`config.mk`:
```
export PLATFORM = sky130hd
export DESIGN_NAME = fpu_top
export DESIGN_NICKNAME = d
export VERILOG_FILES = /design/src/common/fpu_pkg.sv /design/src/fpu_control/fpu_job_reg.sv /design/src/fpu_control/fpu_word_counter.sv /design/src/fpu_control/fpu_sequencer.sv /design/src/design/fpu_accumulator.sv /design/src/design/fpu_top.sv
export VERILOG_INCLUDE_DIRS = /design/src /design/src/common
export SDC_FILE = /design/constraint.sdc
export NUM_CORES = 1
export LEC_CHECK = 0
export BUFFER_PORTS_ARGS = -buffer_cell sky130_fd_sc_hd__buf_2
export CAP_MARGIN = 30
export CORE_UTILIZATION = 44
export DETAILED_ROUTE_END_ITERATION = 6
export PLACE_DENSITY_LB_ADDON = 0.12
export SYNTH_ARGS = -nofsm -noshare
export SYNTH_HDL_FRONTEND = slang
export SYNTH_SLANG_ARGS = --single-unit
```
`constraint.sdc`:
```
create_clock -name got_fp -period 4.4 [get_ports got_fp]
set_input_delay 0.22 -clock got_fp [delete_from_list [all_inputs] [get_ports got_fp]]
set_output_delay 0.22 -clock got_fp [all_outputs]
set_load 0.005 [all_outputs]
```
`src/common/fpu_defs.svh`:
```
`ifndef FPU_DEFS_SVH
`define FPU_DEFS_SVH

// ----------------------------------------------------------------------
// architectural widths of the FPU control unit
// ----------------------------------------------------------------------

// data word moved over the memory port
`define FPU_WORD_W 16

// memory word address
`define FPU_ADDR_W 16

// accumulator r1:r2:r3, three words
`define FPU_ACC_W 48

`endif

```
`src/common/fpu_pkg.sv`:
```
`include "fpu_defs.svh"

package fpu_pkg;

	// ----------------------------------------------------------------------
	// opcodes and sequencer states
	// ----------------------------------------------------------------------

	// AD/SD work on r1:r2, LF/RF move r1..r3
	typedef enum logic [1:0] {
		OP_AD,
		OP_SD,
		OP_LF,
		OP_RF
	} fpu_op_e;

	typedef enum logic [2:0] {
		ST_IDLE,
		ST_MEM_REQ,
		ST_MEM_REL,
		ST_EXEC,
		ST_DONE
	} fpu_state_e;

	// ----------------------------------------------------------------------
	// bundles on the CPU and memory ports
	// ----------------------------------------------------------------------

	typedef struct packed {
		fpu_op_e                 op;
		logic [`FPU_ADDR_W-1:0] addr;
	} fpu_job_t;

	typedef struct packed {
		logic                    write;
		logic [`FPU_ADDR_W-1:0] addr;
		logic [`FPU_WORD_W-1:0] wdata;
	} fpu_mem_cmd_t;

	// zero, minus, overflow
	typedef struct packed {
		logic z;
		logic m;
		logic v;
	} fpu_flags_t;

endpackage

```
`src/fpu_control/fpu_job_reg.sv`:
```
`include "fpu_defs.svh"

module fpu_job_reg (
	input  logic                    got_fp,
	input  logic                    _0_f,
	input  logic                    capture,
	input  fpu_pkg::fpu_job_t       job,
	output fpu_pkg::fpu_op_e        op,
	output logic [`FPU_ADDR_W-1:0] base_addr,
	output logic [1:0]              word_count,
	output logic                    store
);

	fpu_pkg::fpu_job_t job_q;

	// job is frozen from capture until the next one
	always_ff @(posedge got_fp or posedge _0_f) begin
		if (_0_f) begin
			job_q <= '0;
		end else if (capture) begin
			job_q <= job;
		end
	end

	assign op        = job_q.op;
	assign base_addr = job_q.addr;

	// load/store move r1..r3, arithmetic reads one 32-bit operand
	always_comb begin
		case (job_q.op)
			fpu_pkg::OP_LF,
			fpu_pkg::OP_RF: word_count = 2'd3;
			default:        word_count = 2'd2;
		endcase
	end

	// only RF writes to memory
	assign store = (job_q.op == fpu_pkg::OP_RF);

endmodule

```
`src/fpu_control/fpu_word_counter.sv`:
```
module fpu_word_counter (
	input  logic       got_fp,
	input  logic       _0_f,
	input  logic       load,
	input  logic       step,
	input  logic [1:0] word_count,
	output logic [1:0] index,
	output logic       last
);

	// ----------------------------------------------------------------------
	// word pointer, like the LP counter of the original unit
	// ----------------------------------------------------------------------

	always_ff @(posedge got_fp or posedge _0_f) begin
		if (_0_f) begin
			index <= 2'd0;
		end else if (load) begin
			index <= 2'd0;
		end else if (step) begin
			index <= index + 2'd1;
		end
	end

	// word_count comes from the job register and holds for the whole job,
	// so the last word is compared against it directly
	assign last = (index == word_count - 2'd1);

endmodule

```
`src/fpu_control/fpu_sequencer.sv`:
```
`include "fpu_defs.svh"

module fpu_sequencer (
	input  logic                    got_fp,
	input  logic                    _0_f,
	input  logic                    job_req,
	output logic                    job_ack,
	input  fpu_pkg::fpu_op_e        op,
	input  logic [`FPU_ADDR_W-1:0] base_addr,
	input  logic                    store,
	input  logic                    last,
	input  logic [1:0]              index,
	input  logic [`FPU_WORD_W-1:0] acc_word,
	output logic                    capture,
	output logic                    load,
	output logic                    step,
	output logic                    word_we,
	output logic                    exec,
	output logic                    mem_req,
	input  logic                    mem_ack,
	output fpu_pkg::fpu_mem_cmd_t   mem_cmd,
	output fpu_pkg::fpu_state_e     state
);

	fpu_pkg::fpu_state_e state_d;
	logic                mem_req_d;
	logic                arith;

	assign arith = (op == fpu_pkg::OP_AD) || (op == fpu_pkg::OP_SD);

	// index only moves in ST_MEM_REL, so the command holds while mem_req is up
	always_comb begin
		mem_cmd.write = store;
		mem_cmd.addr  = base_addr + {{(`FPU_ADDR_W-2){1'b0}}, index};
		mem_cmd.wdata = store ? acc_word : '0;
	end

	// ----------------------------------------------------------------------
	// next state and one-cycle pulses
	// ----------------------------------------------------------------------

	always_comb begin
		state_d   = state;
		mem_req_d = mem_req;
		capture   = 1'b0;
		load      = 1'b0;
		step      = 1'b0;
		word_we   = 1'b0;
		exec      = 1'b0;
		case (state)
			fpu_pkg::ST_IDLE: begin
				if (job_req) begin
					capture = 1'b1;
					load    = 1'b1;
					state_d = fpu_pkg::ST_MEM_REQ;
				end
			end
			fpu_pkg::ST_MEM_REQ: begin
				if (!mem_req) begin
					// previous word fully released before the next request
					if (!mem_ack)
						mem_req_d = 1'b1;
				end else if (mem_ack) begin
					word_we   = !store;
					mem_req_d = 1'b0;
					state_d   = fpu_pkg::ST_MEM_REL;
				end
			end
			fpu_pkg::ST_MEM_REL: begin
				if (!mem_ack) begin
					step = 1'b1;
					if (!last)
						state_d = fpu_pkg::ST_MEM_REQ;
					else if (arith)
						state_d = fpu_pkg::ST_EXEC;
					else
						state_d = fpu_pkg::ST_DONE;
				end
			end
			fpu_pkg::ST_EXEC: begin
				exec    = 1'b1;
				state_d = fpu_pkg::ST_DONE;
			end
			fpu_pkg::ST_DONE: begin
				// wait for the CPU to drop its request
				if (!job_req)
					state_d = fpu_pkg::ST_IDLE;
			end
			default: state_d = fpu_pkg::ST_IDLE;
		endcase
	end

	// ----------------------------------------------------------------------
	// state and handshake registers
	// ----------------------------------------------------------------------

	always_ff @(posedge got_fp or posedge _0_f) begin
		if (_0_f) begin
			state   <= fpu_pkg::ST_IDLE;
			mem_req <= 1'b0;
			job_ack <= 1'b0;
		end else begin
			state   <= state_d;
			mem_req <= mem_req_d;
			job_ack <= (state_d == fpu_pkg::ST_DONE);
		end
	end

endmodule

```
`src/design/fpu_accumulator.sv`:
```
`include "fpu_defs.svh"

module fpu_accumulator (
	input  logic                    got_fp,
	input  logic                    _0_f,
	input  fpu_pkg::fpu_op_e        op,
	input  logic [1:0]              index,
	input  logic                    word_we,
	input  logic [`FPU_WORD_W-1:0] rdata,
	input  logic                    exec,
	output logic [`FPU_WORD_W-1:0] acc_word,
	output fpu_pkg::fpu_flags_t     flags
);

	// acc holds r1 in the top word, r3 in the bottom one
	logic [`FPU_ACC_W-1:0]     acc;
	logic [2*`FPU_WORD_W-1:0] opnd;
	logic [2*`FPU_WORD_W-1:0] lhs;
	logic [2*`FPU_WORD_W-1:0] res;
	logic                      sub;
	logic                      ovf;

	// ----------------------------------------------------------------------
	// 32-bit add/subtract on r1:r2
	// ----------------------------------------------------------------------

	assign lhs = acc[`FPU_ACC_W-1 -: 2*`FPU_WORD_W];
	assign sub = (op == fpu_pkg::OP_SD);
	assign res = sub ? lhs - opnd : lhs + opnd;

	// sign of result differs from lhs while the operand sign
	// (inverted for subtract) matched it
	assign ovf = (lhs[2*`FPU_WORD_W-1] ^ res[2*`FPU_WORD_W-1]) &
		~(lhs[2*`FPU_WORD_W-1] ^ opnd[2*`FPU_WORD_W-1] ^ sub);

	// ----------------------------------------------------------------------
	// r1..r3 and flags
	// ----------------------------------------------------------------------

	always_ff @(posedge got_fp or posedge _0_f) begin
		if (_0_f) begin
			acc   <= '0;
			flags <= '0;
		end else if (exec) begin
			acc[`FPU_ACC_W-1 -: 2*`FPU_WORD_W] <= res;
			flags.z <= (res == '0);
			flags.m <= res[2*`FPU_WORD_W-1];
			flags.v <= ovf;
		end else if (word_we && op == fpu_pkg::OP_LF) begin
			case (index)
				2'd0:    acc[`FPU_ACC_W-1 -: `FPU_WORD_W] <= rdata;
				2'd1:    acc[`FPU_ACC_W-`FPU_WORD_W-1 -: `FPU_WORD_W] <= rdata;
				default: acc[`FPU_WORD_W-1:0] <= rdata;
			endcase
		end
	end

	// operand buffer for AD/SD, high word first
	always_ff @(posedge got_fp) begin
		if (word_we && (op == fpu_pkg::OP_AD || op == fpu_pkg::OP_SD)) begin
			if (index == 2'd0)
				opnd[2*`FPU_WORD_W-1 -: `FPU_WORD_W] <= rdata;
			else
				opnd[`FPU_WORD_W-1:0] <= rdata;
		end
	end

	// store data for RF
	always_comb begin
		case (index)
			2'd0:    acc_word = acc[`FPU_ACC_W-1 -: `FPU_WORD_W];
			2'd1:    acc_word = acc[`FPU_ACC_W-`FPU_WORD_W-1 -: `FPU_WORD_W];
			default: acc_word = acc[`FPU_WORD_W-1:0];
		endcase
	end

endmodule

```
`src/design/fpu_top.sv`:
```
`include "fpu_defs.svh"

module fpu_top (
	input  logic                    got_fp,
	input  logic                    _0_f,
	input  logic                    job_req,
	input  fpu_pkg::fpu_job_t       job,
	output logic                    job_ack,
	output fpu_pkg::fpu_flags_t     flags,
	output logic                    mem_req,
	output fpu_pkg::fpu_mem_cmd_t   mem_cmd,
	input  logic                    mem_ack,
	input  logic [`FPU_WORD_W-1:0] mem_rdata,
	output fpu_pkg::fpu_state_e     state
);

	fpu_pkg::fpu_op_e        op;
	logic [`FPU_ADDR_W-1:0] base_addr;
	logic [1:0]              word_count;
	logic                    store;
	logic [1:0]              index;
	logic                    last;
	logic [`FPU_WORD_W-1:0] acc_word;
	logic                    capture;
	logic                    load;
	logic                    step;
	logic                    word_we;
	logic                    exec;

	// ----------------------------------------------------------------------
	// controller
	// ----------------------------------------------------------------------

	fpu_job_reg job_reg_i (
		.got_fp     (got_fp),
		._0_f       (_0_f),
		.capture    (capture),
		.job        (job),
		.op         (op),
		.base_addr  (base_addr),
		.word_count (word_count),
		.store      (store)
	);

	fpu_word_counter word_counter_i (
		.got_fp     (got_fp),
		._0_f       (_0_f),
		.load       (load),
		.step       (step),
		.word_count (word_count),
		.index      (index),
		.last       (last)
	);

	fpu_sequencer sequencer_i (
		.got_fp    (got_fp),
		._0_f      (_0_f),
		.job_req   (job_req),
		.job_ack   (job_ack),
		.op        (op),
		.base_addr (base_addr),
		.store     (store),
		.last      (last),
		.index     (index),
		.acc_word  (acc_word),
		.capture   (capture),
		.load      (load),
		.step      (step),
		.word_we   (word_we),
		.exec      (exec),
		.mem_req   (mem_req),
		.mem_ack   (mem_ack),
		.mem_cmd   (mem_cmd),
		.state     (state)
	);

	// datapath
	fpu_accumulator accumulator_i (
		.got_fp   (got_fp),
		._0_f     (_0_f),
		.op       (op),
		.index    (index),
		.word_we  (word_we),
		.rdata    (mem_rdata),
		.exec     (exec),
		.acc_word (acc_word),
		.flags    (flags)
	);

endmodule

```
# After elaboration in Yosys (flattened, before gate mapping)
# Cells that the tools add are included.
dict set report word_totals {
  word_cells 83
  input_bits 38
  ff_bits 108
}
dict set report classes {
  n_reduce_logical 19
  mux 27
  bitwise_logic 8
  add_sub_neg 5
  eq_ne 10
}
# cell n
set op_table {}
lappend op_table {{two-way mux 16 bit} 4}
lappend op_table {{two-way mux 32 bit} 2}
lappend op_table {{two-way mux 48 bit} 1}
lappend op_table {{adder 32 bit} 1}
lappend op_table {{logical NOT 32 bit} 1}
lappend op_table {{case mux 16 bit (2 select lines)} 1}
lappend op_table {{subtractor 32 bit} 1}
lappend op_table {{two-way mux 3 bit} 7}
lappend op_table {{adder 16 x 2 -> 16 bit} 1}
lappend op_table {{case mux 3 bit (5 select lines)} 1}
lappend op_table {{two-way mux 1 bit} 9}
lappend op_table {{AND reduction 2 bit} 4}
lappend op_table {{nonzero test 2 bit} 4}
lappend op_table {{== test 3 x 2 -> 1 bit (second input constant)} 2}
lappend op_table {{== test 3 bit (second input constant)} 2}
lappend op_table {{== test 2 x 1 -> 1 bit (second input constant)} 2}
lappend op_table {{== test 2 bit (second input constant)} 2}
lappend op_table {{logical NOT 2 bit} 2}
lappend op_table {{two-way mux 2 bit} 2}
lappend op_table {{NOT 1 bit} 4}
lappend op_table {{OR reduction 2 bit} 2}
lappend op_table {{== test 3 x 1 -> 1 bit (second input constant)} 1}
lappend op_table {{logical NOT 3 bit} 1}
lappend op_table {{AND reduction 3 bit} 1}
lappend op_table {{8 further kinds} 11}

# Longest topological paths before layout
dict set report depth {
  word_depth 9
  depth_mapped 20
  ltp_nobuf 19
}

# Cells and area by module
# From an unflattened synthesis, not the netlist that was laid out.
dict set report unflattened {
  hier_cells 853
  area_unflattened_um2 7801.2
}
# mod seq_area_each_um2 area_per_inst_um2 n_inst cells_each
set by_module_without_submodules {}
lappend by_module_without_submodules {fpu_accumulator 2237.1 6211.0 1 702}
lappend by_module_without_submodules {fpu_job_reg 450.4 747.0 1 43}
lappend by_module_without_submodules {fpu_sequencer 125.1 723.2 1 96}
lappend by_module_without_submodules {fpu_word_counter 50.0 120.1 1 12}

# Worst setup path before layout
# Ideal clock, no wire load.
dict set report synth_path {
  path_type {flip-flop to flip-flop}
  start {register accumulator_i.opnd[5]}
  end {register, netlist name accumulator_i.flags[2]}
  stages_incl_launch_ff 19
  period_less_slack_ns 4.446
  setup_ns 0.066
  path_buffers 0
  arrival_ns 4.380
  path_slack_ns -0.046
  path_cell_list {edfxtp_1 nor4_2 nand2_1 or4_1 nor4_1 nand2_1 o41ai_2 o21ai_1 xnor2_1 ha_1 a21oi_1 o21ai_1 o22ai_1 nor2_1 a211oi_1 xnor3_1 a2111oi_2 nand4_1 nand2_1}
}
dict set report synth_between {
  elab_chain_cells 3
  elab_cells_between_ends 4
  classes_between {add/sub (2); mux (1); reduce/logical (1)}
}
# element line_no
set synth_lines {}
lappend synth_lines {{start: declaration} fpu_accumulator.sv:17} ;# logic [2*`FPU_WORD_W-1:0] opnd;
lappend synth_lines {{start signal: indexed assignment} fpu_accumulator.sv:62} ;# opnd[2*`FPU_WORD_W-1 -: `FPU_WORD_W] <= rdata;
lappend synth_lines {{start signal: indexed assignment} fpu_accumulator.sv:64} ;# opnd[`FPU_WORD_W-1:0] <= rdata;
lappend synth_lines {{adder 32 bit / subtractor 32 bit (equally long branches)} fpu_accumulator.sv:29} ;# assign res = sub ? lhs - opnd : lhs + opnd;
lappend synth_lines {{two-way mux 32 bit *} fpu_accumulator.sv:29}
lappend synth_lines {{logical NOT 32 bit *} fpu_accumulator.sv:46} ;# flags.z <= (res == '0);
# Mark *: on every way between the ends. The rest lies on a longest branch, timed or not.
# A chain may end at the register's enable or synchronous reset.

# Worst setup path in the final report
dict set report layout_path {
  start {register accumulator_i.opnd[5]}
  end {register, netlist name accumulator_i.flags[2]}
}
dict set report layout_between {
  elab_chain_cells 3
  elab_cells_between_ends 4
  classes_between {add/sub (2); mux (1); reduce/logical (1)}
}
# element line_no
set layout_lines {}
lappend layout_lines {{adder 32 bit / subtractor 32 bit (equally long branches)} fpu_accumulator.sv:29}
lappend layout_lines {{two-way mux 32 bit *} fpu_accumulator.sv:29}
lappend layout_lines {{logical NOT 32 bit *} fpu_accumulator.sv:46}
# Marked as above.

==> flow_summary_export.csv <==
group,metric,value,unit
setup_path,reg2reg_setup_slack,-0.1,ns
yosys,avgSynthCellArea,9.56,µm²
setup_path,worst_ep_required_time,4.69,ns
min_path,hold_depth,3,
job,cap_violations,0,
setup_path,r2r_end,"accumulator_i.flags[2]",
power_and_ir_drop,finalPower,8.65,mW
floorplanning,die_x,130,µm
sta,tns,-0.184,ns
placed_design,post-place-ws,-0.207,ns
floorplanning,core-area,15900,µm²
power_and_ir_drop,vdd_ir_drop_max,328,µV
setup_path,end_kind,"register",
cts,cts_tree,"yes",
setup_path,start_kind,"register",
placed_design,place_congestion,0.882,
setup_path,crit_arrival,4.79,ns
routing,drt-initial-drc-count,542,
setup_path,cp_slowest_cell,"or4_4",
grt,antenna_found_initial,0,
floorplanning,dieArea,16900,µm²
sta,finalHoldViolCount,0,
outcome,violations,"negative setup slack",
yosys,synthCells,756,
sta,slew_violations,0,
cells_and_area,syn2layout_area_growth,24.2,%
cts,clock_path_buffers,2,
placed_design,dp_hpwl,17.5,mm
cells_and_area,fill_cells,1452,
yosys,synth_edf_count,32,
grt,grt_max_degree,54,
power_and_ir_drop,leakage,3.86,nW
yosys,yosysWarnings,0,
floorplanning,io_pins,79,
sta,tightest_slew,0.998,ns
sta,post-route-min-period,4.50,ns
yosys,yosysSeqAreaShare,39.6,%
yosys,synth_ff_type,"dfrtp_1",
cts,cts.sinks,108,
cells_and_area,drive_gt1_share,27.0,%
setup_path,critical_path_class,"reg -> reg",
cells_and_area,final_common_cell,"buf_4",
cts,cts-root-buf,"clkbuf_16",
cts,h-tree-depth,3,
cells_and_area,most-common-layout-cells,"buf_4 (80), buf_2 (78), dfrtp_1 (76)",
floorplanning,row_count,46,
sta,skew,0.0120,ns
routing,firstDrtPassIters,5,
setup_path,reg2reg_depth,20,
yosys,async_flop_share,70.4,%
yosys,ys_ff_latch,108,
setup_path,critical-path-max-stage-delay,0.53,ns
routing,viasPerCell,5.89,
routing,vias,6571,
cells_and_area,final_nets,970,
sta,fin_crit_sh,102,%
grt,grt_pass1_wl,35.3,mm
min_path,min_to,"job_reg_i.base_addr[1]",
yosys,syn_nets,832,
power_and_ir_drop,power_density,964,nW/µm²
outcome,status,"complete, but fails checks",
routing,antenna_left,0,
routing,wirelength,23.2,mm
sta,setup_violations,2,
yosys,synthDistinctLibCells,73,
routing,wl_per_cell,20.8,µm
setup_path,r2r_start,"accumulator_i.opnd[5]",
sta,maxSlewHeadroom,33.2,%
routing,drc,0,
cells_and_area,instances_no_fill,1115,
min_path,hold_path_class,"in -> reg",
grt,track_usage,28.0,%
placed_design,io_buffer_count,78,
setup_path,crit_family,"simple AND/OR/NAND/NOR gates",
floorplanning,start_util,45.3,%
setup_path,crit_path_cell_trace,"nor4_4 > nand2_1 > or4_4 > nor4_4 > nand2_2 > buf_4 > o21ai_2 > xor2_1 > ha_1 > buf_6 > o211ai_1 > o21a_1 > o21ai_2 > o311a_1 > o31a_1 > mux2i_1 > nor2_2 > a2111oi_4 > nand4_1 > nand2_1",
cells_and_area,antenna_cells,0,
grt,first_global_vias,6352,
cts,clk_latency,0.35,ns
cts,numCtsBuffers,9,
floorplanning,die_height,130,µm
yosys,netlist_area,7220,µm²
sta,worst_hold_slack,0.0814,ns
sta,setup_ws,-0.0969,ns
cts,path_clk_slew,0.08,ns
sta,max_freq,222,MHz
setup_path,path_buf_inv,2,
min_path,hp-start,"job[1]",
grt,grt-ovfl-total,0,
placed_design,numPlacedInstances,1088,
sta,rsz0062_at_grt,"true",
setup_path,critPathMaxFanout,3,
setup_path,cp.depth,20,
## Yosys cell counts (11+ instances only)
master | n | area [µm²]
dfrtp_1 | 76 | 1900
xnor2_1 | 41 | 359
nor3_1 | 14 | 70.1
inv_1 | 22 | 82.6
xor2_1 | 29 | 254
mux2_2 | 17 | 191
ha_1 | 36 | 450
a21oi_1 | 58 | 290
clkbuf_1 | 31 | 116
nand4_1 | 11 | 68.8
nand2_1 | 71 | 267
mux2_1 | 16 | 180
a22oi_1 | 41 | 308
o21ai_0 | 35 | 175
edfxtp_1 | 32 | 961
o21ai_1 | 20 | 100
nor2_1 | 46 | 173
nand3_1 | 19 | 95.1
## worst max path at each step
stage | endpoint | slack [ns] | startpoint
detailed placement | accumulator_i.flags[2] | -0.21 | accumulator_i.opnd[5]
floorplan | accumulator_i.flags[2] | 0.04 | accumulator_i.opnd[5]
global route | accumulator_i.flags[2] | -0.27 | accumulator_i.opnd[5]
finish | accumulator_i.flags[2] | -0.1 | accumulator_i.opnd[5]
CTS | accumulator_i.flags[2] | 0.006 | accumulator_i.opnd[2]
global placement | accumulator_i.flags[2] | -0.11 | accumulator_i.opnd[5]
## kinds of logic (layout without fill, tap and decap cells)
group	count (synthesis)	in the layout	share of synthesized area (%)
fa+ha+maj	38	38	6.79
flops	108	108	39.6
compound gates	230	230	20.9
xor+xnor	71	71	8.80
buf+inv	56	199	2.98
simple gates	216	216	15.2
mux	37	37	5.70
## per-stage QoR
stage	utilization, %	cell area [µm²]
2_1_floorplan	-	7230
3_3_place_gp	52.1	8310
3_5_place_dp	52.1	8310
4_1_cts	54.6	8710
5_1_grt	56.3	8970
6_report	56.3	8970
## registers in the layout, summed over array words and instances, names as in the netlist
signal / cells
accumulator_i.acc: 48
accumulator_i.flags: 3
accumulator_i.opnd: 32
job_reg_i.base_addr: 16
job_reg_i.op: 2
sequencer_i.job_ack: 1
sequencer_i.mem_req: 1
sequencer_i.state: 3
word_counter_i.index: 2
## where the power goes
| part | switching [mW] | leakage, nW | internal [mW] | total, mW |
|---|---|---|---|---|
| registers | 0.368 | 1.24 | 1.35 | 1.72 |
| logic | 3.36 | 2.48 | 2.75 | 6.11 |
| clock network | 0.381 | 0.142 | 0.445 | 0.826 |
| total | 4.11 | 3.86 | 4.54 | 8.65 |
## per-layer routing
layer	share of wire [%]	global-route usage (%)
met3	5.7	2.50
met2	46	44.8
met4	3.2	11.7
met1	45	38.9
met5	0	0
## tightest hold or removal path: cells and delay by family
family / cells / cell delay [ns]
AOI/OAI and AO/OA: 1 / 0.06
buffers and inverters: 1 / 0.07
and+or+nand+nor: 1 / 0.04
## what timing repair did
action / CTS / global route
endpoints found under the setup margin: 3 / 8
hold endpoints to repair: 23 / 0
buffers inserted: 5 / 5
hold buffers: 1 / 0
pin swaps: 12 / 33
gates resized for setup: 10 / 42
## final cells by class
class                      count  area, µm²  area share, %
inverter                      22       83.8          0.934
sequential                   108       2860           31.9
clock inverter                 7       76.3          0.851
tap                          216        270           3.01
timing repair buffer         161       1030           11.5
clock buffer                   9        225           2.51
multi-input combinational    592       4420           49.3
No activity file was read; power rests on OpenSTA's default activity.
